<file path="src/design/acq_config.svh">
`ifndef ACQ_CONFIG_SVH
`define ACQ_CONFIG_SVH

//////////////////////////////////////////////////
// fifo sizes
`define ACQ_BURST_FIFO_DEPTH 16
`define ACQ_OUT_FIFO_DEPTH 32

// free entries kept in reserve before selects stop
`define ACQ_OUT_ALMOST_FULL_MARGIN 4

//////////////////////////////////////////////////
// trigger time tag
`define ACQ_TIME_WIDTH 42

`endif

</file>
<file path="src/design/acq_ctrl_pkg.sv">
`default_nettype none

package acq_ctrl_pkg;

    typedef enum logic [2:0] {
        st_idle,                     // waiting for fill_start
        st_armed,                    // ready for a trigger or fill_end
        st_wave_hdr,                 // waveform header pending
        st_wave_data,                // popping bursts of one waveform
        st_fill_hdr,                 // fill header pending
        st_checksum                  // checksum pending
    } seq_state_e;

    typedef logic [22:0] burst_count_t;  // burst addresses, fill word count
    typedef logic [22:0] wave_count_t;   // waveforms in a fill

endpackage

`default_nettype wire

</file>
<file path="src/design/selftrig_sequencer.sv">
`timescale 1ns/1ns
`default_nettype none

module selftrig_sequencer (
    input  wire         clk,
    input  wire         rst_n,
    input  wire         fill_start,
    input  wire         fill_end,
    input  wire         trig,
    input  wire  [13:0] async_num_bursts,
    input  wire         burst_pushed,
    input  wire         burst_empty,
    input  wire         out_almost_full,
    output logic        capture_en,
    output logic        burst_pop,
    output logic        trig_accept,
    output logic        sel_fill_hdr,
    output logic        sel_wave_hdr,
    output logic        sel_data,
    output logic        sel_checksum,
    output logic        checksum_init,
    output acq_ctrl_pkg::burst_count_t wave_start_adr,
    output acq_ctrl_pkg::wave_count_t  wave_num,
    output acq_ctrl_pkg::burst_count_t fill_bursts,
    output logic        fill_busy
);

    acq_ctrl_pkg::seq_state_e   state;
    acq_ctrl_pkg::burst_count_t num_bursts;
    acq_ctrl_pkg::burst_count_t push_count;  // bursts pushed this waveform
    acq_ctrl_pkg::burst_count_t data_count;  // data words selected this waveform
    logic out_ok;
    logic any_sel;
    logic last_data;
    logic end_pending;                       // fill_end seen mid-waveform

    assign num_bursts = {9'd0, async_num_bursts};
    assign out_ok     = !out_almost_full;

    //////////////////////////////////////////////////
    // strobes decoded from state
    assign checksum_init = (state == acq_ctrl_pkg::st_idle) && fill_start;
    assign trig_accept   = (state == acq_ctrl_pkg::st_armed) && trig && !fill_end
                           && !end_pending;      // fill_end wins over trig
    assign sel_wave_hdr  = (state == acq_ctrl_pkg::st_wave_hdr) && out_ok;
    assign burst_pop     = (state == acq_ctrl_pkg::st_wave_data) && !burst_empty && out_ok;
    assign sel_data      = burst_pop;            // one data word per popped burst
    assign sel_fill_hdr  = (state == acq_ctrl_pkg::st_fill_hdr) && out_ok;
    assign sel_checksum  = (state == acq_ctrl_pkg::st_checksum) && out_ok;
    assign any_sel       = sel_fill_hdr | sel_wave_hdr | sel_data | sel_checksum;
    assign last_data     = sel_data && (data_count == num_bursts - 1'b1);
    assign fill_busy     = state != acq_ctrl_pkg::st_idle;

    //////////////////////////////////////////////////
    // fsm and counters
    always_ff @(posedge clk) begin
        if (!rst_n) begin
            state          <= acq_ctrl_pkg::st_idle;
            capture_en     <= 1'b0;
            end_pending    <= 1'b0;
            push_count     <= '0;
            data_count     <= '0;
            wave_start_adr <= '0;
            wave_num       <= '0;
            fill_bursts    <= '0;
        end else begin
            case (state)
                acq_ctrl_pkg::st_idle: if (fill_start) begin
                    state       <= acq_ctrl_pkg::st_armed;
                    wave_num    <= '0;                   // new fill
                    fill_bursts <= '0;
                    end_pending <= 1'b0;
                end
                acq_ctrl_pkg::st_armed: if (fill_end || end_pending) begin
                    state       <= acq_ctrl_pkg::st_fill_hdr;
                    end_pending <= 1'b0;
                end else if (trig_accept) begin
                    state          <= acq_ctrl_pkg::st_wave_hdr;
                    capture_en     <= 1'b1;
                    push_count     <= '0;
                    data_count     <= '0;
                    wave_start_adr <= fill_bursts;       // nothing emitted until header
                end
                acq_ctrl_pkg::st_wave_hdr: if (sel_wave_hdr) begin
                    state    <= acq_ctrl_pkg::st_wave_data;
                    wave_num <= wave_num + 1'b1;         // mux sampled the old value
                end
                acq_ctrl_pkg::st_wave_data: if (last_data) state <= acq_ctrl_pkg::st_armed;
                acq_ctrl_pkg::st_fill_hdr: if (sel_fill_hdr) state <= acq_ctrl_pkg::st_checksum;
                acq_ctrl_pkg::st_checksum: if (sel_checksum) state <= acq_ctrl_pkg::st_idle;
                default: state <= acq_ctrl_pkg::st_idle;
            endcase
            if (any_sel) fill_bursts <= fill_bursts + 1'b1;  // every emitted word
            if (sel_data) data_count <= data_count + 1'b1;
            if (capture_en && burst_pushed) begin
                push_count <= push_count + 1'b1;
                if (push_count == num_bursts - 1'b1) capture_en <= 1'b0;  // last burst in
            end
            if (fill_end && (state == acq_ctrl_pkg::st_wave_hdr
                             || state == acq_ctrl_pkg::st_wave_data)) begin
                end_pending <= 1'b1;                     // finish waveform first
            end
        end
    end

endmodule

`default_nettype wire

</file>
<file path="config.mk">
export PLATFORM = sky130hd
export DESIGN_NAME = selftrig_sequencer
export DESIGN_NICKNAME = d
export VERILOG_FILES = /design/src/design/acq_config.svh /design/src/design/acq_ctrl_pkg.sv /design/src/design/selftrig_sequencer.sv
export SDC_FILE = /design/constraint.sdc
export NUM_CORES = 1
export LEC_CHECK = 0
export BUFFER_PORTS_ARGS = -buffer_cell sky130_fd_sc_hd__buf_4
export CAP_MARGIN = 0
export CORE_MARGIN = 5
export CORE_UTILIZATION = 40
export DETAILED_ROUTE_END_ITERATION = 7
export GPL_ROUTABILITY_DRIVEN = 0
export GPL_TIMING_DRIVEN = 0
export PLACE_DENSITY = 0.64
export SETUP_SLACK_MARGIN = 0.2
export SYNTH_ARGS = -nofsm -noshare
export SYNTH_HDL_FRONTEND = slang
export SYNTH_SLANG_ARGS = --single-unit
</file>
<file path="constraint.sdc">
create_clock -name clk -period 4.3 [get_ports clk]
set_clock_uncertainty 0.05 [all_clocks]
set_input_delay 0.43 -clock clk [delete_from_list [all_inputs] [get_ports clk]]
set_output_delay 0.43 -clock clk [all_outputs]
set_load 0.01 [all_outputs]
</file>
Word level (Yosys, flattened, before mapping)
Index checks and enable logic that the tools add are counted.

word-level totals
  register bits = 120
  bits of input ports = 22
  output and inout bits = 78

operators by class
  add/subtract/negate cells = 5
  equal/unequal tests = 17
  multiplexer cells = 27
  bitwise gates (word level) = 4
  reduce and logical (&&, ||, !) cells = 35

operators by type and width
  cell                                                                      count
  23-bit two-way mux                                                        9
  23-bit by 1-bit adder with 23-bit output (second input constant)          4
  23-bit equality test                                                      2
  23-bit case mux with 2 select lines                                       1
  3-bit two-way mux                                                         7
  3-bit case mux with 6 select lines                                        1
  3-bit AND reduction                                                       5
  14-bit by 1-bit subtractor with 15-bit output (second input constant)     1
  2-bit nonzero test                                                        7
  1-bit logical AND                                                         12
  2-bit inequality test (second input constant)                             6
  1-bit two-way mux                                                         8
  3-bit by 2-bit equality test with 1-bit output (second input constant)    2
  3-bit equality test (second input constant)                               2
  3-bit by 2-bit inequality test with 1-bit output (second input constant)  2
  6-bit AND reduction                                                       1
  3-bit nonzero test                                                        2
  1-bit logical NOT                                                         4
  3-bit by 1-bit equality test with 1-bit output (second input constant)    1
  3-bit logical NOT                                                         1
  3-bit by 1-bit inequality test with 1-bit output (second input constant)  1
  1-bit bitwise OR                                                          3
  1-bit logical OR                                                          2
  2-bit by 1-bit inequality test with 1-bit output (second input constant)  1
  3 further kinds                                                           3

Longest topological paths before layout
Gate-level depths: netlist (run 1).

  depth after elaboration = 9
  gate-level depth with buffers = 9
  depth with buffers taken out = 8

Worst setup path after synthesis (run 1)
OpenSTA, ideal clock, no wires.

  path type = input-to-reg
  start = input port async_num_bursts[3]
  end = register capture_en
  setup time = 0.131 ns
  data arrival time = 2.129 ns
  required time = 4.119 ns
  setup slack = 1.990 ns
  stages = 8
  buffers on the path = 2
  path through = buf_2 -> or4_1 -> buf_2 -> nor2_1 -> xnor2_1 -> mux2i_1 -> nor4_1 -> a31oi_1

on the way
  longest elaborated chain between the ends = 4

RTL lines
  item                                           RTL line                  source
  start, declared                                selftrig_sequencer.sv:10  input wire [13:0] async_num_bursts,
  14-bit by 1-bit subtractor with 15-bit output  selftrig_sequencer.sv:97  if (push_count == num_bursts - 1'b1) capture_en <= 1'b0;
  23-bit equality test                           selftrig_sequencer.sv:97
  1-bit two-way mux                              selftrig_sequencer.sv:97
  1-bit two-way mux                              selftrig_sequencer.sv:95  if (capture_en && burst_pushed) begin
  end signal, assigned                           selftrig_sequencer.sv:59  capture_en <= 1'b0;
  end signal, assigned                           selftrig_sequencer.sv:79  capture_en <= 1'b1;
  end signal, assigned                           selftrig_sequencer.sv:97
  end, declared                                  selftrig_sequencer.sv:14  output logic capture_en,

No other way between the ends.
A chain may end at the register's enable or synchronous reset.

Final worst setup path (run 1)
  start = register state[1]
  end = output port trig_accept

on the way
  longest elaborated chain between the ends = 4

RTL lines
  item                                            RTL line                  source
  start, declared                                 selftrig_sequencer.sv:28  acq_ctrl_pkg::seq_state_e state;
  start signal, assigned                          selftrig_sequencer.sv:58  state <= acq_ctrl_pkg::st_idle;
  start signal, assigned                          selftrig_sequencer.sv:69  state <= acq_ctrl_pkg::st_armed;
  start signal, assigned                          selftrig_sequencer.sv:75  state <= acq_ctrl_pkg::st_fill_hdr;
  3-bit by 1-bit equality test with 1-bit output  selftrig_sequencer.sv:43  assign trig_accept = (state == acq_ctrl_pkg::st_armed) && trig && !fill_end
  1-bit logical AND (2 in series)                 selftrig_sequencer.sv:43
  1-bit logical AND                               selftrig_sequencer.sv:44  && !end_pending;
  end, declared                                   selftrig_sequencer.sv:16  output logic trig_accept,

No other way between the ends.

==> flow_summary.toml, run 1 <==
[worst_setup_path]
path_delay_family = "simple AND/OR/NAND/NOR gates"
cp.required_ns = 3.82
cp_max_fo = 10
startpoint_type = "register"
crit_slowest_cell = "or4b_2"
critical_path_depth = 6
crit_chain = "or4b_2 > nand3b_1 > inv_1 > clkbuf_8 > buf_2 > buf_4"
critPathBufInv = 4
arrival_ns = 2.46
max_stage_delay_ns = 0.66
r2r_cells = 7
r2r_slack_ns = 1.57
end_kind = "output pin"
critPathKind = "reg -> out"

[floorplanning]
fp.coreArea_um2 = 16470
fp.dieW_um = 138.9
core.rowCount = 47
initial_core_util = 0.4037
fp.dieH_um = 138.9
io-pin-count = 100
dieArea_um2 = 19300

[sta]
finalHoldViolCount = 0
maxSlewHeadroom = 0.4438
period_needed_ns = 2.935
maxSlewViolCount = 0
tightestPinTransition_ns = 0.8267
fin_crit_sh = 0.6826
fin_setup_tns_ns = 0
final-setup-viol-count = 0
post-route-worst-setup-slack_ns = 1.365
rsz0062_at_grt = "no"
fmax_ghz = 0.3407

[clock_tree]
post_cts_buffers = 0
cts_hold_buf = 0
cts_num_sinks = 120
insertion_delay_ns = 0.42
cts_tree = "yes"
clock-root-buffer = "clkbuf_16"
cts-buffers-inserted = 17
cts_max_level = 4
clock_path_buffers = 2
clk_pin_slew_ns = 0.06
cts_resized = 0

[logic_synthesis]
synth_edf_count = 0
synth.area.top_cells = "dfxtp_1, nand2_1, a21oi_1, nor2_1, xnor2_1"
ys_warn_count = 0
syn_area_per_cell_um2 = 7.886
syn-num-nets = 870
synth.top_cells.by_count = "nand2_1, dfxtp_1, nor2_1, a21oi_1, nand3_1"
synth_seq_area_share = 0.3614
synthArstFlopShare = 0
synthDistinctLibCells = 69
ys_ff_latch = 120
synthFlopType = "dfxtp_1"
synth_top_area_frac = 0.3614
yosysMostFrequentCell = "nand2_1"
synth_largest_area_cell = "dfxtp_1"
netlist_instances = 843
netlist_area_um2 = 6648

[global_routing]
grt_pass1_wl_mm = 31.08
antenna_found_initial = 0
grt_max_degree = 17
grt_pass1_vias = 6110
grt_overflow = 0
track_usage = 0.1925

[placed_design]
hpwlAfterDp_mm = 13.49
port_buffers = 91
pre_cts_slack_ns = 1.234

[power_and_ir_drop]
p_leak_uw = 0.003089
ir_drop_v = 0.0002751
power.density_nw_per_um2 = 332.1

[final_layout]
syn2layout_area_growth_pct = 23.08
finalNetCount = 980
layout-drive-gt1-share = 0.1710
n_antenna_cell = 0

[flow_run]
max-cap-violations = 0

[route]
first_pass_iters = 5
postRouteAntennaNets = 0
drc = 0
wl_per_cell_um = 15.72
wirelength_mm = 18.63
via_count = 6418
drtIter0Drc = 346
routed_via_density = 5.416

[outcome]
status = "finished clean"

[worst_hold_path]
holdPathStages = 3
worst_hold_path_type = "in -> reg"
routing by layer:
layer / share of wire / vias to the layer above / track usage
met1: 0.47 / 2993 / 0.2528
met2: 0.45 / 172 / 0.3025
li1: - / 3228 / -
met5: 0 / - / 0
met4: 0.015 / 0 / 0.06076
met3: 0.071 / 25 / 0.06103
power by group:
part	internal, µW	total, µW	switching [µW]
logic	68.8	200	131
clock network	851	1400	545
registers	1120	1120	4.31
total	2040	2720	681
metrics by stage:
step | utilization | cells | hold WS [ns] | instance area (µm²) | total power [µW]
floorplan | - | 843 | 0.4158 | 6648 | 1273
global placement | 0.4619 | 1154 | 0.3929 | 7606 | 1345
detailed placement | 0.4619 | 1154 | 0.3966 | 7606 | 1345
CTS | 0.4969 | 1185 | 0.2773 | 8182 | 2735
global route | 0.4969 | 1185 | 0.3240 | 8182 | 2813
finish | 0.4969 | 1185 | 0.2831 | 8182 | 2717
state kept, by name (all words and copies together), names as in the netlist:
name,flops
wave_num,23
wave_start_adr,23
fill_bursts,23
data_count,23
end_pending,1
capture_en,1
push_count,23
state,3
kinds of logic (layout without fill, tap and decap cells):
logic type	Yosys count	after routing	synth area share
adder cells (fa/ha/maj)	5	5	0.009411
multiplexers	18	18	0.02823
AND/OR/NAND/NOR	415	415	0.3226
XOR/XNOR	57	57	0.08131
flip-flops	120	120	0.3614
AO/OA/AOI/OAI	166	166	0.1509
buffers and inverters	62	184	0.04611
layout by cell type, fill, tap and decap left out, types with 5 or more instances in the layout:
master,Yosys,routed
nand2_1,129,129
dfxtp_1,120,120
buf_4,4,95
nor2_1,75,75
a21oi_1,63,63
nand3_1,46,46
o21ai_0,40,40
clkbuf_1,31,31
xnor2_1,28,28
xor2_1,26,26
nand4_1,20,20
nor4_1,17,17
clkbuf_16,0,17
nor3_1,16,16
and2_1,16,16
or3_1,16,16
inv_1,13,13
and3_1,13,13
o211ai_1,12,12
mux2i_1,12,12
nor2b_1,11,11
a31oi_1,9,9
a21boi_0,8,8
buf_2,7,7
nand3b_1,7,7
or2_2,6,6
mux2_2,6,6
nand2b_1,6,6
or4_1,5,5
ha_1,5,5
worst reg2reg max path, delay by kind of cell, from the launching register on:
kind                   cells  cell delay (ns)
AND/OR/NAND/NOR            5             1.61
flip-flops                 1             0.46
AO/OA/AOI/OAI              1             0.14
buffers and inverters      1             0.33
final cells by class:
class                           count  area [µm²]
Fill cell                        1661        8284
Clock buffer                       17       425.4
Tap cell                          220       275.3
Sequential cell                   120        2402
Multi-Input combinational cell    661        3939
Clock inverter                     14       150.1
Timing Repair Buffer               91       683.2
Buffer                             49       257.7
Inverter                           13       48.80
final timing paths:
check	start	to
setup / recovery	state[1]	trig_accept
hold / removal	fill_end	end_pending
setup reg to reg	state[1]	state[1]
hold reg to reg	wave_start_adr[15]	wave_start_adr[15]
Power figures use the tool's default switching activity.
==> inputs of run 2 (changes only) <==
--- a/config.mk
+++ b/config.mk
@@ -12,7 +12,7 @@
 export DETAILED_ROUTE_END_ITERATION = 7
 export GPL_ROUTABILITY_DRIVEN = 0
 export GPL_TIMING_DRIVEN = 0
-export PLACE_DENSITY = 0.64
+export PLACE_DENSITY = 0.67
 export SETUP_SLACK_MARGIN = 0.2
 export SYNTH_ARGS = -nofsm -noshare
 export SYNTH_HDL_FRONTEND = slang
==> constraint.sdc (replaced) <==
create_clock -name clk -period 2.5 [get_ports clk]
set_clock_uncertainty 0.05 [all_clocks]
set_input_delay 0.25 -clock clk [delete_from_list [all_inputs] [get_ports clk]]
set_output_delay 0.25 -clock clk [all_outputs]
set_load 0.01 [all_outputs]
==> flow_summary.toml, run 2 (synthesis results as in run 1) <==
[floorplanning]
fp.dieW_um = 138.9
fp.coreArea_um2 = 16470
fp.dieH_um = 138.9
dieArea_um2 = 19300
core.rowCount = 47
initial_core_util = 0.4037
io-pin-count = 100

[worst_setup_path]
arrival_ns = 2.54
r2r_cells = 5
r2r_slack_ns = 0.22
critPathKind = "reg -> reg"
reg2reg_to = "push_count[21]"
cp_max_fo = 7
reg2reg_from = "push_count[13]"
cp.required_ns = 2.76
startpoint_type = "register"
end_kind = "register"

[global_routing]
track_usage = 0.1974
grt_pass1_wl_mm = 31.55
antenna_found_initial = 0
grt_max_degree = 17
grt_pass1_vias = 6165
grt_overflow = 0

[final_layout]
final_common_cell = "nand2_1"
utilization = 0.5133
layout-drive-gt1-share = 0.2222
final_cells = 1201
n_antenna_cell = 0
finalNetCount = 995
syn2layout_area_growth_pct = 27.14
design_area_um2 = 8452
final_cell_mix = "nand2_1, buf_4, dfxtp_1"

[sta]
fmax_ghz = 0.4381
tightestPinTransition_ns = 0.7103
final-setup-viol-count = 0
maxSlewHeadroom = 0.5205
fin_setup_tns_ns = 0
maxSlewViolCount = 0
finalHoldViolCount = 0
period_needed_ns = 2.282
hold_ws_ns = 0.09288
fin_crit_sh = 0.9130
rsz0062_at_grt = "yes"

[route]
postRouteAntennaNets = 0
drc = 0
wirelength_mm = 19.26
routed_via_density = 5.445
wl_per_cell_um = 16.03
first_pass_iters = 5
drtIter0Drc = 449
via_count = 6539

[clock_tree]
cts_tree = "yes"
insertion_delay_ns = 0.41
clock-root-buffer = "clkbuf_16"
cts_max_level = 4
cts_num_sinks = 120
cts-buffers-inserted = 17
clk_pin_slew_ns = 0.06
clock_path_buffers = 2

[worst_hold_path]
holdPathStages = 3
worst_hold_path_type = "in -> reg"
min_to = "end_pending"
min_from = "fill_end"

[power_and_ir_drop]
ir_drop_v = 0.0005349
p_leak_uw = 0.003235
power.density_nw_per_um2 = 546.3

[flow_run]
max-cap-violations = 0

[placed_design]
postPlaceCellArea_um2 = 7606
dp.cells = 1154
port_buffers = 91
hpwlAfterDp_mm = 13.59

[outcome]
status = "finished clean"
[run 2: cell count changes in the layout (fill, tap and decap cells not counted), moves of 3 or more]
cell	delta
buf_4	+15
clkbuf_1	-7
clkbuf_2	+5
clkbuf_8	+3
dfxtp_1	-11
dfxtp_2	+10
nand3_1	-3
nand3_2	+3
nor2_1	-3
nor4_1	-5
nor4_4	+3
[run 2: per-layer routing]
layer / vias to the layer above / track usage / part of all wire
met5: - / 0 / 0
met3: 19 / 0.06172 / 0.071
met4: 0 / 0.05870 / 0.011
met1: 3081 / 0.2643 / 0.46
met2: 185 / 0.3068 / 0.46
li1: 3254 / - / -
[run 2: critical path, cell delays in order (launching register included)]
cell and delay, ns:
dfxtp_1 0.48, nand3_1 0.26, or4b_4 0.59, or4_4 0.44, and3_4 0.19, o21a_1 0.17
[run 2: worst max-delay path by stage]
stage / from / end / slack [ns] / depth (start not counted)
2_1_floorplan: fill_bursts[0] / fill_bursts[10] / 0.29 / 7
3_3_place_gp: async_num_bursts[7] / state[1] / -0.43 / 8
3_5_place_dp: async_num_bursts[7] / state[1] / -0.38 / 8
4_1_cts: state[1] / trig_accept / 0.03 / 6
5_1_grt: state[1] / trig_accept / 0.13 / 6
6_report: push_count[13] / push_count[21] / 0.22 / 5
[run 2: final cells by class]
class	instances	area, µm²
tap	220	275.3
sequential	120	2419
inverter	13	48.80
timing repair buffer	106	795.8
clock inverter	11	100.1
clock buffer	21	460.4
fill	1629	8014
buffer	49	292.8
multi-input combinational	661	4060
[run 2: power breakdown]
part / total (µW) / internal (µW) / switching [µW]
registers: 1930 / 1920 / 7.75
logic: 372 / 132 / 240
clock network: 2320 / 1410 / 904
[run 2: timing repair]
item                                   4_1_cts  5_1_grt
hold buffers                                 0        0
cloned                                       0        0
endpoints found under the hold margin        0        0
pin swaps                                    2        4
gates resized for setup                     34       26
setup endpoints to repair                   59       71
setup buffers                                8        7
[run 2: through the flow]
step	power (µW)	setup slack [ns]
2_1_floorplan	2190	0.2883
3_3_place_gp	2313	-0.4348
3_5_place_dp	2315	-0.3834
4_1_cts	4635	0.03104
5_1_grt	4784	0.1313
6_report	4618	0.2176
