## config.mk

```make
export PLATFORM = sky130hd
export DESIGN_NAME = adc_dat_mux_selftrig
export DESIGN_NICKNAME = d
export VERILOG_FILES = /design/src/design/acq_format_pkg.sv /design/src/design/acq_ctrl_pkg.sv /design/src/design/adc_dat_mux_selftrig.sv
export VERILOG_INCLUDE_DIRS = /design/src /design/src/design
export SDC_FILE = /design/constraint.sdc
export NUM_CORES = 1
export LEC_CHECK = 0
export BUFFER_PORTS_ARGS = -buffer_cell sky130_fd_sc_hd__buf_2
export CORE_AREA = 5 5 163 165
export CTS_CLUSTER_DIAMETER = 200
export CTS_CLUSTER_SIZE = 14
export DETAILED_ROUTE_END_ITERATION = 10
export DIE_AREA = 0 0 168 170
export GPL_TIMING_DRIVEN = 0
export PLACE_DENSITY_LB_ADDON = 0.15
export SETUP_SLACK_MARGIN = 0.5
export SKIP_LAST_GASP = 1
export SLEW_MARGIN = 20
export SYNTH_ARGS = -nofsm -noshare
export SYNTH_HDL_FRONTEND = slang
export SYNTH_SLANG_ARGS = --single-unit
```

## constraint.sdc

```tcl
create_clock -name clk -period 14 [get_ports clk]
set_input_delay 2.8 -clock clk [delete_from_list [all_inputs] [get_ports clk]]
set_output_delay 2.8 -clock clk [all_outputs]
set_load 0.005 [all_outputs]
```

## src/design/acq_config.svh

```systemverilog
`ifndef ACQ_CONFIG_SVH
`define ACQ_CONFIG_SVH

//////////////////////////////////////////////////
// fifo sizes
`define ACQ_BURST_FIFO_DEPTH 16
`define ACQ_OUT_FIFO_DEPTH 32

// free entries kept in reserve before selects stop
`define ACQ_OUT_ALMOST_FULL_MARGIN 4

//////////////////////////////////////////////////
// trigger time tag
`define ACQ_TIME_WIDTH 42

`endif

```

## src/design/acq_format_pkg.sv

```systemverilog
`default_nettype none

package acq_format_pkg;

    typedef struct packed {
        logic [11:0] sample_hi;      // newer sample of the pair
        logic        ovr_hi;         // over-range for sample_hi
        logic [11:0] sample_lo;      // older sample
        logic        ovr_lo;         // over-range for sample_lo, bit 0
    } adc_pair_t;                    // 26 bits

    typedef struct packed {
        adc_pair_t dat3;             // newest pair
        adc_pair_t dat2;
        adc_pair_t dat1;
        adc_pair_t dat0;             // oldest pair, lowest bits
    } sample_burst_t;                // 104 bits

    typedef enum logic [3:0] {
        tag_fill_hdr = 4'd1,
        tag_wave_hdr = 4'd2,
        tag_data     = 4'd3,
        tag_checksum = 4'd4
    } content_tag_e;

    typedef struct packed {
        content_tag_e tag;           // content tag, bits 131:128
        logic [127:0] payload;
    } acq_word_t;                    // 132 bits

    // sign-extended data always has 00 or 11 in the top two bits
    localparam logic [1:0] hdr_marker = 2'b01;

endpackage

`default_nettype wire

```

## src/design/acq_ctrl_pkg.sv

```systemverilog
`default_nettype none

package acq_ctrl_pkg;

    typedef enum logic [2:0] {
        st_idle,                     // waiting for fill_start
        st_armed,                    // ready for a trigger or fill_end
        st_wave_hdr,                 // waveform header pending
        st_wave_data,                // popping bursts of one waveform
        st_fill_hdr,                 // fill header pending
        st_checksum                  // checksum pending
    } seq_state_e;

    typedef logic [22:0] burst_count_t;  // burst addresses, fill word count
    typedef logic [22:0] wave_count_t;   // waveforms in a fill

endpackage

`default_nettype wire

```

## src/design/adc_dat_mux_selftrig.sv

```systemverilog
`timescale 1ns/1ns
`include "acq_config.svh"
`default_nettype none

module adc_dat_mux_selftrig (
    input  wire                                 clk,
    input  wire                                 rst_n,
    input  wire acq_format_pkg::sample_burst_t  sample_burst,
    input  wire [11:0]                          channel_tag,
    input  wire [1:0]                           ddr3_range,
    input  wire acq_ctrl_pkg::burst_count_t     fill_bursts,
    input  wire acq_ctrl_pkg::burst_count_t     wave_start_adr,
    input  wire [23:0]                          fill_num,
    input  wire acq_ctrl_pkg::wave_count_t      wave_num,
    input  wire [13:0]                          async_num_bursts,
    input  wire [15:0]                          async_pre_trig,
    input  wire [`ACQ_TIME_WIDTH-1:0]           trigger_time,
    input  wire                                 sel_fill_hdr,
    input  wire                                 sel_wave_hdr,
    input  wire                                 sel_data,
    input  wire                                 sel_checksum,
    input  wire                                 checksum_init,
    output acq_format_pkg::acq_word_t           acq_word,
    output logic                                word_valid
);

    logic [127:0] fill_hdr;
    logic [127:0] wave_hdr;
    logic [127:0] data_word;
    logic [127:0] checksum;
    acq_ctrl_pkg::burst_count_t fill_total;

    // one pair to two 16-bit words, over-range dropped, older sample low
    function automatic logic [31:0] unpack_pair(input acq_format_pkg::adc_pair_t p);
        unpack_pair = {{4{p.sample_hi[11]}}, p.sample_hi, {4{p.sample_lo[11]}}, p.sample_lo};
    endfunction

    assign fill_total = fill_bursts + 23'd2;  // fill header and checksum included

    //////////////////////////////////////////////////
    // header layouts
    always_comb begin
        fill_hdr          = '0;
        fill_hdr[23:0]    = fill_num;
        fill_hdr[25:24]   = ddr3_range;
        fill_hdr[26]      = 1'b0;                     // selftrig format
        fill_hdr[49:27]   = fill_total;
        fill_hdr[63:50]   = async_num_bursts;
        fill_hdr[75:64]   = async_pre_trig[11:0];
        fill_hdr[98:76]   = wave_num;                 // final waveform count
        fill_hdr[102:99]  = async_pre_trig[15:12];
        fill_hdr[121:110] = channel_tag;
        fill_hdr[123]     = 1'b1;                     // self triggered
        fill_hdr[127:126] = acq_format_pkg::hdr_marker;

        wave_hdr          = '0;
        wave_hdr[13:0]    = async_num_bursts;
        wave_hdr[25:14]   = async_pre_trig[13:2];     // pairs to bursts
        wave_hdr[48:26]   = wave_start_adr;
        wave_hdr[71:49]   = wave_num;
        wave_hdr[97:72]   = trigger_time[25:0];
        wave_hdr[109:98]  = channel_tag;
        wave_hdr[125:110] = trigger_time[41:26];
        wave_hdr[127:126] = acq_format_pkg::hdr_marker;
    end

    assign data_word = {unpack_pair(sample_burst.dat3), unpack_pair(sample_burst.dat2),
                        unpack_pair(sample_burst.dat1), unpack_pair(sample_burst.dat0)};

    //////////////////////////////////////////////////
    // running xor checksum, tags excluded
    always_ff @(posedge clk) begin
        if (checksum_init) checksum <= '0;
        else if (sel_fill_hdr) checksum <= checksum ^ fill_hdr;
        else if (sel_wave_hdr) checksum <= checksum ^ wave_hdr;
        else if (sel_data) checksum <= checksum ^ data_word;
    end

    // registered output word
    always_ff @(posedge clk) begin
        if (sel_fill_hdr) acq_word <= {acq_format_pkg::tag_fill_hdr, fill_hdr};
        else if (sel_wave_hdr) acq_word <= {acq_format_pkg::tag_wave_hdr, wave_hdr};
        else if (sel_data) acq_word <= {acq_format_pkg::tag_data, data_word};
        else if (sel_checksum) acq_word <= {acq_format_pkg::tag_checksum, checksum};
    end

    always_ff @(posedge clk) begin
        if (!rst_n) word_valid <= 1'b0;
        else word_valid <= sel_fill_hdr | sel_wave_hdr | sel_data | sel_checksum;
    end

endmodule

`default_nettype wire

```

After elaboration in Yosys (flattened, before gate mapping)
Index checks and enable logic that the tools add are counted.
- add/subtract/negate cells: 1
- mux-type cells: 7
- bitwise operators: 6
- reductions and logical operators: 6
- operators by type and width (cell ; number):
    130-bit two-way mux ; 3
    128-bit two-way mux ; 3
    128-bit by 127-bit XOR with 128-bit output ; 2
    128-bit XOR ; 1
    122-bit two-way mux ; 1
    23-bit by 2-bit adder with 23-bit output (second input constant) ; 1
    3-bit nonzero test ; 2
    4-bit nonzero test ; 1
    1-bit OR ; 3
    3-bit OR reduction ; 1
    2-bit nonzero test ; 1
    2-bit OR reduction ; 1
- flip-flop bits (word level): 260
- output and inout bits: 133
- logic and storage cells: 27

Depth between registers and ports, before layout
Gate-level depths: netlist of run 1.
- depth in word-level cells: 4
- depth in mapped cells: 9
- depth with buffers taken out: 6

Worst setup path after synthesis of run 1
No wires, ideal clock.
- kind: input to register
- from: in sel_data
- to: reg acq_word[0] (netlist bit), enable pin
- setup time: 1.310 ns
- data arrival time: 6.101 ns
- required time: 12.690 ns
- setup slack: 6.588 ns
- cell stages on the path: 5
- path buffers: 3
- path through: buf_2 -> clkbuf_1 -> inv_1 -> clkbuf_1 -> nand3_1
- cells in the longest elaborated chain, start to end: 1
- RTL lines (what ; RTL line ; text):
    from (decl) ; adc_dat_mux_selftrig.sv:20 ; input wire sel_data,
    4-bit nonzero test (no source line) ; -- ;
    to (signal assigned) ; adc_dat_mux_selftrig.sv:81 ; if (sel_fill_hdr) acq_word <= {acq_format_pkg::tag_fill_hdr, fill_hdr};
    to (signal assigned) ; adc_dat_mux_selftrig.sv:82 ; else if (sel_wave_hdr) acq_word <= {acq_format_pkg::tag_wave_hdr, wave_hdr};
    to (signal assigned) ; adc_dat_mux_selftrig.sv:83 ; else if (sel_data) acq_word <= {acq_format_pkg::tag_data, data_word};
    to (decl) ; adc_dat_mux_selftrig.sv:23 ; output acq_format_pkg::acq_word_t acq_word,
Every way passes these cells.
A chain may end at the register's enable or synchronous reset.

Worst setup path in the final report of run 1
- from: in sel_data
- to: reg acq_word[59] (netlist bit), enable pin
Same word-level chain as after synthesis.

==> results by group, run 1 <==
Status
  • Status: completed

Synth
  • Yosys Warn Count: 0
  • Synth Cell Area: between 10000 and 15000 um^2
  • Distinct cells, synth: 56
  • Post-synth ARST share: 0%
  • Register area share after synthesis: around 50%
  • Predominant post-synthesis flop cell: dfxtp_1
  • Mean post-synth cell area: 9.41 um^2
  • Register bit count reported by yosys: 260
  • EDFF count, synth: about 110
  • Post-Synthesis Cells: 1345
  • Syn Nets: 1636

Hold path
  • Worst min-delay path class: flop to flop
  • Hold Crit Start: acq_word[130]
  • Hold path depth: 1
  • Worst Hold Path EP: acq_word[130]

Layout
  • Most common cell after layout, fill and taps aside: buf_2
  • Nets@finish: 2069
  • Share of cells above drive strength 1: 26.4%
  • Area Growth Syn to Fin: 25.2%
  • Design Area, Final: about 16000 um^2
  • Filler cells: 2192
  • Register area: roughly 6300 um^2
  • Area occupied by multi-input gates: 5890 um^2
  • Most frequent cells in the layout: buf_2, nor2_1, dfxtp_1

Floorplanning
  • Die area: 28600 um^2
  • Floorplan row count: 58
  • Die W: around 170 um
  • Initial Util: 50.8%
  • Placeable Area: about 25000 um^2
  • Die Ht: around 170 um
  • I/O pin count: 423

GRT
  • First-pass GRT wire length: ~71000 um
  • Initial antenna violation count: 10
  • Vias in the first global route: about 12000
  • Met2 Use GR: 54.0%
  • Gr busiest metal: met2
  • Grt ovf: 0
  • Met1 global-route usage: between 30% and 40%
  • GR Layer Usage met3: 7.32%
  • Largest net degree at the start of global routing: 48
  • Total GRT Usage: 32.0%

Power and ir drop
  • Cell internal pwr: approximately 1.4 mW
  • Power Density: 118 nW/um^2
  • Combinational share of power: 19.3%
  • Clock share of power: between 30 and 40%
  • P_sw: between 0.5 and 0.6 mW
  • Seq pwr share: 49.6%
  • Sw Ratio: 27.8%
  • Worst VDD drop: 75.4 uV
  • Leak pwr: between 7 and 8 nW

Worst setup path
  • Crit path cell chain: buf_2 -> clkbuf_1 -> inv_1 -> clkbuf_1 -> nand3_4 -> buf_16 -> buf_16
  • Slowest stage delay, CP: 0.51 ns
  • R2R setup slack: 12.73 ns
  • Crit path max fanout: 47
  • CP max stage cell: clkbuf_1
  • Worst path arrival time: 5.31 ns
  • WP data required: 14.19 ns
  • Crit path launch type: input pin
  • RR Startpoint: checksum[42]
  • RR Endpoint: acq_word[42]
  • Critical path capture point type: flop
  • Crit Path Class: input pin to flop
  • Reg2reg path depth: 5

Routing
  • Routed vias: 12400
  • DRT Pass-1 Iters: 6
  • Post-route DRC: 0
  • Via/cell ratio: 5.81
  • Routed wire length per instance: 22.7 um
  • WL final: between 40000 and 50000 um
  • Drt initial violations: 1238
  • ANT nets after route: 0

Clock tree
  • Clk slew on worst S/H paths: 0.07 ns
  • Post-CTS Setup Inserts: 0
  • Bufs on Longest Clock Path: 3
  • CTS Buf Count: 22
  • CTS sink cnt: 260
  • CTS Hold Bufs: 0
  • CTS root buffer: clkbuf_16
  • Clk_lat worst skew: 0.52 ns
  • TritonCTS clock tree: done
  • # H-tree levels: 1
  • Post_cts resized: 0

STA
  • Unrepaired setup endpoints after global routing: false
  • Fin crit period: 5.12 ns
  • Max Clock Skew: between 0.015 and 0.02 ns
  • Fmax achieved: slightly below 200 MHz
  • Max-slew violation count: 0
  • Worst-Margin Slew: 0.875 ns
  • Total Neg Setup Slack: 0 ns
  • Relative slew slack: 41.7%
  • Final setup viols: 0
  • Hold Vio Cnt, Final: 0
  • Tcrit/Tclk final: 36.5%

Place
  • DP Area: 15200 um^2
  • DPL Wire Length: 37100 um
  • I/O Buffers: between 400 and 500
  • Placer Congestion: 0.939

Flow run
  • Max-cap violations: 0
## cells in the mapped netlist (2+ instances only)
| cell | instances | share of area (%) |
|---|---|---|
| nor2_1 | 153 | 4.5 |
| dfxtp_1 | 146 | 23 |
| o21ai_0 | 129 | 5.1 |
| nand2_1 | 125 | 3.7 |
| edfxtp_1 | 114 | 27 |
| xnor2_1 | 114 | 7.9 |
| a21o_1 | 97 | 5.8 |
| a21oi_1 | 87 | 3.4 |
| a22oi_1 | 74 | 4.4 |
| clkbuf_1 | 64 | 1.9 |
| buf_2 | 22 | 0.87 |
| nand3_1 | 18 | 0.71 |
| mux2i_1 | 13 | 1.0 |
| buf_1 | 12 | 0.36 |
| nor2b_1 | 12 | 0.59 |
| or3_1 | 12 | 0.59 |
| a211oi_1 | 11 | 0.65 |
| mux2_2 | 11 | 0.98 |
| a31oi_1 | 10 | 0.49 |
| nand4_1 | 10 | 0.49 |
| o21ai_1 | 10 | 0.40 |
| a221oi_1 | 9 | 0.62 |
| and2_1 | 9 | 0.45 |
| xor2_1 | 9 | 0.62 |
| inv_1 | 8 | 0.24 |
| and3_1 | 6 | 0.30 |
| and3b_1 | 6 | 0.42 |
| nand2b_1 | 6 | 0.30 |
| nor3_1 | 6 | 0.24 |
| nor4_1 | 6 | 0.30 |
| o31ai_1 | 4 | 0.24 |
| or4_1 | 4 | 0.24 |
| a211o_1 | 2 | 0.14 |
| nor4_2 | 2 | 0.20 |
| nor4b_1 | 2 | 0.14 |
| o211ai_1 | 2 | 0.12 |
## layout make-up
| type | count | share of cell area, % |
|---|---|---|
| clock buffers | 39 | 4.01 |
| multi-input cells | 977 | 37.2 |
| inverters | 9 | 0.213 |
| well taps | 330 | 2.61 |
| repair buffers | 409 | 13.2 |
| clock inverters | 1 | 0.0553 |
| diodes | 8 | 0.126 |
| plain buffers | 99 | 2.54 |
| flip-flops and latches | 260 | 40.1 |
## worst max-delay path, delay by kind of cell
family                 cells  cell delay (ns)
buffers and inverters      6             1.93
AND/OR/NAND/NOR            1             0.51
## metal layers
| layer | part of all wire [%] | vias up | wire length, um |
|---|---|---|---|
| met3 | 9.7 | 141 | 4680 |
| met4 | 5.2 | 8 | 2510 |
| li1 | - | 5682 | - |
| met1 | 37 | 5858 | 18000 |
| met2 | 48 | 696 | 23000 |
| met5 | 0.13 | - | 64 |
## cell families (layout without fill, tap and decap cells)
group / after synthesis / after routing / share of synthesized area, %
AO/OA/AOI/OAI: 444 / 444 / 22.0
XOR/XNOR: 123 / 123 / 8.52
adder cells (fa/ha/maj): 1 / 1 / 0.0989
buffers and inverters: 108 / 557 / 3.45
flip-flops: 260 / 260 / 50.2
multiplexers: 25 / 25 / 2.10
other: 1 / 9 / 0.0296
AND/OR/NAND/NOR: 383 / 383 / 13.7
## sequential cells by signal, summed over array words and instances, names as in the netlist
signal	flops
acq_word	131
word_valid	1
checksum	128
## worst max-delay path by stage
stage	start	endpoint	slack, ns	depth (start not counted)
floorplan	sel_data	acq_word[0]	6.59	5
global placement	sel_data	acq_word[17]	3.79	5
detailed placement	sel_data	acq_word[18]	8.39	7
CTS	sel_data	acq_word[19]	8.91	7
global route	sel_data	acq_word[12]	8.77	7
finish	sel_data	acq_word[59]	8.88	7
## power groups by stage
stage	logic, mW	clock network, mW	registers (mW)
floorplan	0.196	0	0.942
global placement	0.350	0	0.943
detailed placement	0.357	0	0.945
CTS	0.360	0.589	0.929
global route	0.395	0.619	0.938
finish	0.363	0.583	0.930
## per-stage QoR
step                      power, mW  hold WS (ns)  utilization [%]  cells  setup WS [ns]
after floorplan                1.14         0.455                -   1345           6.59
after global placement         1.29         0.445             60.7   2082           3.79
after detailed placement       1.30         0.455             61.0   2084           8.39
after CTS                      1.88         0.476             63.5   2124           8.91
after global routing           1.95         0.498             63.6   2130           8.77
final                          1.88         0.477             63.6   2132           8.88
Note: power is estimated with default switching activity, not from simulation.
==> inputs of run 2 (changes only) <==
--- a/config.mk
+++ b/config.mk
@@ -7,11 +7,12 @@
 export NUM_CORES = 1
 export LEC_CHECK = 0
 export BUFFER_PORTS_ARGS = -buffer_cell sky130_fd_sc_hd__buf_2
-export CORE_AREA = 5 5 163 165
+export CORE_ASPECT_RATIO = 1.5
+export CORE_MARGIN = 5
+export CORE_UTILIZATION = 46
 export CTS_CLUSTER_DIAMETER = 200
 export CTS_CLUSTER_SIZE = 14
 export DETAILED_ROUTE_END_ITERATION = 10
-export DIE_AREA = 0 0 168 170
 export GPL_TIMING_DRIVEN = 0
 export PLACE_DENSITY_LB_ADDON = 0.15
 export SETUP_SLACK_MARGIN = 0.5
==> constraint.sdc (replaced) <==
create_clock -name clk -period 4.2 [get_ports clk]
set_input_delay 0.84 -clock clk [delete_from_list [all_inputs] [get_ports clk]]
set_output_delay 0.84 -clock clk [all_outputs]
set_load 0.005 [all_outputs]
==> results by group, run 2 (synthesis gave the netlist of run 1 again) <==
Clock tree
  • Clk slew on worst S/H paths: 0.06 ns (was 0.07 ns)
  • CTS Hold Bufs: 0 (unchanged)
  • CTS Buf Count: 22 (unchanged)
  • Post_cts resized: 0 (unchanged)
  • # H-tree levels: 1 (unchanged)
  • Post-CTS Setup Inserts: 0 (unchanged)
  • Bufs on Longest Clock Path: 3 (unchanged)
  • CTS root buffer: clkbuf_16 (unchanged)
  • CTS sink cnt: 260 (unchanged)
  • TritonCTS clock tree: done (unchanged)
  • Clk_lat worst skew: 0.53 ns (was 0.52 ns)

Routing
  • Routed vias: 12300 (was 12400)
  • ANT nets after route: 0 (unchanged)
  • WL final: 50800 um (was 48300 um)
  • Routed wire length per instance: 23.7 um (was 22.7 um)
  • DRT Pass-1 Iters: 7 (was 6)
  • Drt initial violations: 823 (was 1238)
  • Via/cell ratio: 5.75 (was 5.81)
  • Post-route DRC: 0 (unchanged)

STA
  • Hold Vio Cnt, Final: 0 (unchanged)
  • Unrepaired setup endpoints after global routing: false (unchanged)
  • Relative slew slack: 39.9% (was 41.7%)
  • Tcrit/Tclk final: 80.9%
  • Total Neg Setup Slack: 0 ns (unchanged)
  • Max-slew violation count: 0 (unchanged)
  • Fin crit period: 3.40 ns
  • Final setup viols: 0 (unchanged)
  • Worst hold slack: 0.477 ns (about the same)
  • Fmax achieved: 294 MHz
  • Max Clock Skew: 0.0135 ns (was 0.0193 ns)
  • Worst-Margin Slew: 0.900 ns (was 0.875 ns)
  • Final WS setup: 0.804 ns (was 8.88 ns)

Worst setup path
  • Crit Path Class: input pin to flop (unchanged)
  • Worst path arrival time: 3.64 ns (was 5.31 ns)
  • WP data required: 4.44 ns (was 14.19 ns)
  • RR Startpoint: checksum[42] (unchanged)
  • Crit path max fanout: 45 (was 47)
  • Critical path capture point type: flop (unchanged)
  • Reg2reg path depth: 5 (unchanged)
  • RR Endpoint: acq_word[42] (unchanged)
  • CP Capture Point: acq_word[23] (was acq_word[59])
  • CP Launch Point: sel_data (unchanged)
  • Crit path launch type: input pin (unchanged)
  • R2R setup slack: 2.93 ns (was 12.73 ns)

Place
  • DP Area: 15200 um^2 (about the same)
  • Cell Count Post-Placement: 2096 (was 2084)
  • Setup WS pre-CTS: 0.298 ns (was 8.39 ns)
  • I/O Buffers: 407 (unchanged)
  • DPL Wire Length: 39300 um (was 37100 um)
  • Placer Congestion: 0.960 (was 0.939)

Power and ir drop
  • Pwr Total: 6.28 mW (was 1.88 mW)
  • Power Density: 397 nW/um^2 (was 118 nW/um^2)
  • Leak pwr: 7.09 nW (about the same)
  • Worst VDD drop: 279 uV (was 75.4 uV)

Floorplanning
  • Placeable Area: 27200 um^2 (was 24900 um^2)
  • I/O pin count: 423 (unchanged)
  • Initial Util: 46.5% (was 50.8%)
  • Floorplan row count: 74 (was 58)
  • Die Ht: 213 um (was 170 um)
  • Die area: 31000 um^2 (was 28600 um^2)
  • Die W: 145 um (was 168 um)

GRT
  • Vias in the first global route: 12300 (was 12000)
  • Initial antenna violation count: 11 (was 10)
  • Total GRT Usage: 31.1% (was 32.0%)
  • First-pass GRT wire length: 73700 um (was 70600 um)
  • Grt ovf: 0 (unchanged)
  • Largest net degree at the start of global routing: 46 (was 48)

Layout
  • Area occupied by multi-input gates: 5890 um^2 (unchanged)
  • Share of cells above drive strength 1: 26.4% (unchanged)
  • Final core utilization: 58.2% (was 63.6%)
  • Biggest register: acq_word (unchanged)
  • Most frequent cells in the layout: buf_2, nor2_1, dfxtp_1 (unchanged)
  • Largest registers: acq_word: 131 flops, checksum: 128 flops, word_valid: 1 flops (unchanged)
  • Most common cell after layout, fill and taps aside: buf_2 (unchanged)
  • Design Area, Final: 15800 um^2 (about the same)
  • Register area: 6350 um^2 (unchanged)
  • Nets@finish: 2069 (unchanged)
  • Finished Layout Cells: 2143 (was 2132)
  • Max reg flops: 131 (unchanged)
  • Filler cells: 2510 (was 2192)
  • Area Growth Syn to Fin: 25.2% (about the same)

Flow run
  • Max-cap violations: 0 (unchanged)

Status
  • Status: completed (unchanged)

Hold path
  • Worst min-delay path class: flop to flop (unchanged)
run 2: worst min path at each step:
stage / start / to / slack [ns] / depth (start not counted)
6_report: acq_word[129] / acq_word[129] / 0.48 / 2
5_1_grt: acq_word[129] / acq_word[129] / 0.50 / 2
4_1_cts: acq_word[129] / acq_word[129] / 0.48 / 2
3_5_place_dp: acq_word[130] / acq_word[130] / 0.46 / 1
3_3_place_gp: acq_word[130] / acq_word[130] / 0.45 / 1
2_1_floorplan: checksum[103] / checksum[103] / 0.45 / 2
run 2: layout make-up:
| type | count | area share, % |
|---|---|---|
| Clock buffer | 39 | 4.01 |
| Inverter | 9 | 0.213 |
| Antenna cell | 7 | 0.111 |
| Multi-Input combinational cell | 977 | 37.2 |
| Timing Repair Buffer | 409 | 13.2 |
| Buffer | 99 | 2.54 |
| Sequential cell | 260 | 40.1 |
| Tap cell | 342 | 2.70 |
| Clock inverter | 1 | 0.0553 |
run 2: power by group:
part / total, mW / internal, mW / leakage (nW) / switching (mW)
Sequential: 3.10 / 2.95 / 2.44 / 0.153
Clock: 1.96 / 1.03 / 0.306 / 0.935
Combinational: 1.22 / 0.545 / 4.34 / 0.679
Total: 6.28 / 4.52 / 7.09 / 1.77
run 2: per-layer routing:
metal,global-route usage (%),wire length [um],vias to the layer above
met1,35.0,18200,5796
li1,-,-,5673
met4,15.1,2550,12
met5,0,77,-
met2,55.5,25400,704
met3,7.41,4580,139
run 2: critical path: stages:
cell,delay (ns)
buf_2,0.17
clkbuf_1,0.42
inv_1,0.36
clkbuf_1,0.62
nand3_4,0.72
buf_16,0.45
==> inputs of run 3 (changes only) <==
--- a/config.mk
+++ b/config.mk
@@ -9,7 +9,7 @@
 export BUFFER_PORTS_ARGS = -buffer_cell sky130_fd_sc_hd__buf_2
 export CORE_ASPECT_RATIO = 1.5
 export CORE_MARGIN = 5
-export CORE_UTILIZATION = 46
+export CORE_UTILIZATION = 51
 export CTS_CLUSTER_DIAMETER = 200
 export CTS_CLUSTER_SIZE = 14
 export DETAILED_ROUTE_END_ITERATION = 10
==> constraint.sdc (replaced) <==
create_clock -name clk -period 3.4 [get_ports clk]
set_input_delay 0.68 -clock clk [delete_from_list [all_inputs] [get_ports clk]]
set_output_delay 0.68 -clock clk [all_outputs]
set_load 0.005 [all_outputs]
==> results by group, run 3 (synthesis gave the netlist of run 1 again) <==
STA
  • Final setup viols: 0 (unchanged)
  • Max Clock Skew: 0.0105 ns (was 0.0135 ns)
  • Worst hold slack: 0.385 ns (was 0.477 ns)
  • Fmax achieved: 360 MHz
  • Relative slew slack: 44.5% (was 39.9%)
  • Hold Vio Cnt, Final: 0 (unchanged)
  • Tcrit/Tclk final: 81.7%
  • Fin crit period: 2.78 ns
  • Max-slew violation count: 0 (unchanged)
  • Unrepaired setup endpoints after global routing: false (unchanged)
  • Final WS setup: 0.624 ns (was 0.804 ns)
  • Worst-Margin Slew: 0.831 ns (was 0.900 ns)

Layout
  • Share of cells above drive strength 1: 26.5% (was 26.4%)
  • Max reg flops: 131 (unchanged)
  • Nets@finish: 2069 (unchanged)
  • Largest registers: acq_word: 131 flops, checksum: 128 flops, word_valid: 1 flops (unchanged)
  • Area occupied by multi-input gates: 5890 um^2 (unchanged)
  • Finished Layout Cells: 2121 (was 2143)
  • Most frequent cells in the layout: buf_2, nor2_1, dfxtp_1 (unchanged)
  • Area Growth Syn to Fin: 25.0% (was 25.2%)
  • Most common cell after layout, fill and taps aside: buf_2 (unchanged)
  • Final core utilization: 64.7% (was 58.2%)
  • Biggest register: acq_word (unchanged)
  • Filler cells: 2155 (was 2510)
  • Register area: 6350 um^2 (unchanged)

Clock tree
  • CTS root buffer: clkbuf_16 (unchanged)
  • Post_cts resized: 0 (unchanged)
  • TritonCTS clock tree: done (unchanged)
  • Post-CTS Setup Inserts: 0 (unchanged)
  • Clk_lat worst skew: 0.52 ns (was 0.53 ns)
  • CTS Hold Bufs: 0 (unchanged)
  • CTS sink cnt: 260 (unchanged)
  • # H-tree levels: 1 (unchanged)
  • Clk slew on worst S/H paths: 0.08 ns (was 0.06 ns)
  • CTS Buf Count: 22 (unchanged)
  • Bufs on Longest Clock Path: 3 (unchanged)

Hold path
  • Worst min-delay path class: input pin to flop (was flop to flop)
  • Hold Crit Start: rst_n (was acq_word[129])
  • Hold path depth: 2 (unchanged)
  • Worst Hold Path EP: word_valid (was acq_word[129])

Floorplanning
  • Die Ht: 203 um (was 213 um)
  • Initial Util: 51.8% (was 46.5%)
  • I/O pin count: 423 (unchanged)
  • Die area: 28100 um^2 (was 31000 um^2)
  • Floorplan row count: 70 (was 74)
  • Placeable Area: 24400 um^2 (was 27200 um^2)
  • Die W: 139 um (was 145 um)

Routing
  • DRT Pass-1 Iters: 5 (was 7)
  • Via/cell ratio: 5.88 (was 5.75)
  • Routed wire length per instance: 23.7 um (about the same)
  • Drt initial violations: 847 (was 823)
  • Post-route DRC: 0 (unchanged)
  • Routed vias: 12500 (was 12300)
  • WL final: 50300 um (was 50800 um)
  • ANT nets after route: 0 (unchanged)

GRT
  • Largest net degree at the start of global routing: 49 (was 46)
  • Grt ovf: 0 (unchanged)
  • First-pass GRT wire length: 74000 um (was 73700 um)
  • Vias in the first global route: 12700 (was 12300)
  • Total GRT Usage: 33.9% (was 31.1%)
  • Initial antenna violation count: 6 (was 11)

Worst setup path
  • Crit Path Class: input pin to flop (unchanged)
  • RR Startpoint: checksum[42] (unchanged)
  • Crit path launch type: input pin (unchanged)
  • R2R setup slack: 2.09 ns (was 2.93 ns)
  • Crit path max fanout: 10 (was 45)
  • Reg2reg path depth: 5 (unchanged)
  • Critical path capture point type: flop (unchanged)
  • RR Endpoint: acq_word[42] (unchanged)
  • WP data required: 3.69 ns (was 4.44 ns)
  • Worst path arrival time: 3.06 ns (was 3.64 ns)

Power and ir drop
  • Power Density: 491 nW/um^2 (was 397 nW/um^2)
  • Worst VDD drop: 416 uV (was 279 uV)
  • Pwr Total: 7.76 mW (was 6.28 mW)
  • Leak pwr: 7.09 nW (about the same)

Place
  • DPL Wire Length: 39000 um (was 39300 um)
  • Cell Count Post-Placement: 2078 (was 2096)
  • I/O Buffers: 407 (unchanged)
  • Setup WS pre-CTS: 0.189 ns (was 0.298 ns)
  • Placer Congestion: 1.01 (was 0.960)

Flow run
  • Max-cap violations: 0 (unchanged)

Status
  • Status: completed (unchanged)
[run 3: how the worst max path moves through the flow]
stage	slack, ns	endpoint	cells past startpoint	start
after floorplan	0.58	acq_word[0]	4	sel_fill_hdr
after global placement	-0.56	acq_word[43]	5	sel_data
after detailed placement	0.19	acq_word[43]	6	sel_fill_hdr
after CTS	0.70	acq_word[43]	6	sel_fill_hdr
after global routing	0.65	acq_word[43]	6	sel_fill_hdr
final	0.62	acq_word[43]	6	sel_fill_hdr
[run 3: critical path: stages]
cell,delay [ns]
buf_2,0.30
clkbuf_1,0.45
buf_1,0.63
clkbuf_1,0.54
nor2_1,0.11
a21oi_1,0.35
[run 3: where the power goes]
part,internal (mW),switching (mW)
combinational,0.673,0.845
sequential,3.64,0.194
clock,1.26,1.14
total,5.58,2.18
[run 3: layout make-up]
type	instances	share of cell area (%)
Antenna cell	4	0.0633
Clock buffer	38	4.00
Multi-Input combinational cell	977	37.2
Inverter	9	0.214
Tap cell	324	2.56
Sequential cell	260	40.1
Timing Repair Buffer	409	13.2
Clock inverter	1	0.0554
Buffer	99	2.56
[run 3: layer usage]
metal  share of wire (%)  GRT usage (%)  up-vias
met3                 8.8           6.90      146
met2                  50           60.9      699
li1                    -              -     5671
met1                  36           38.4     5948
met5               0.088              0        -
met4                 5.2           16.2        6
[run 3: through the flow]
stage                     cell area [um^2]  TNS (ns)
after global placement               15100    -62.72
after detailed placement             15200         0
final                                15800         0
after global routing                 15800         0
after floorplan                      12700         0
after CTS                            15800         0
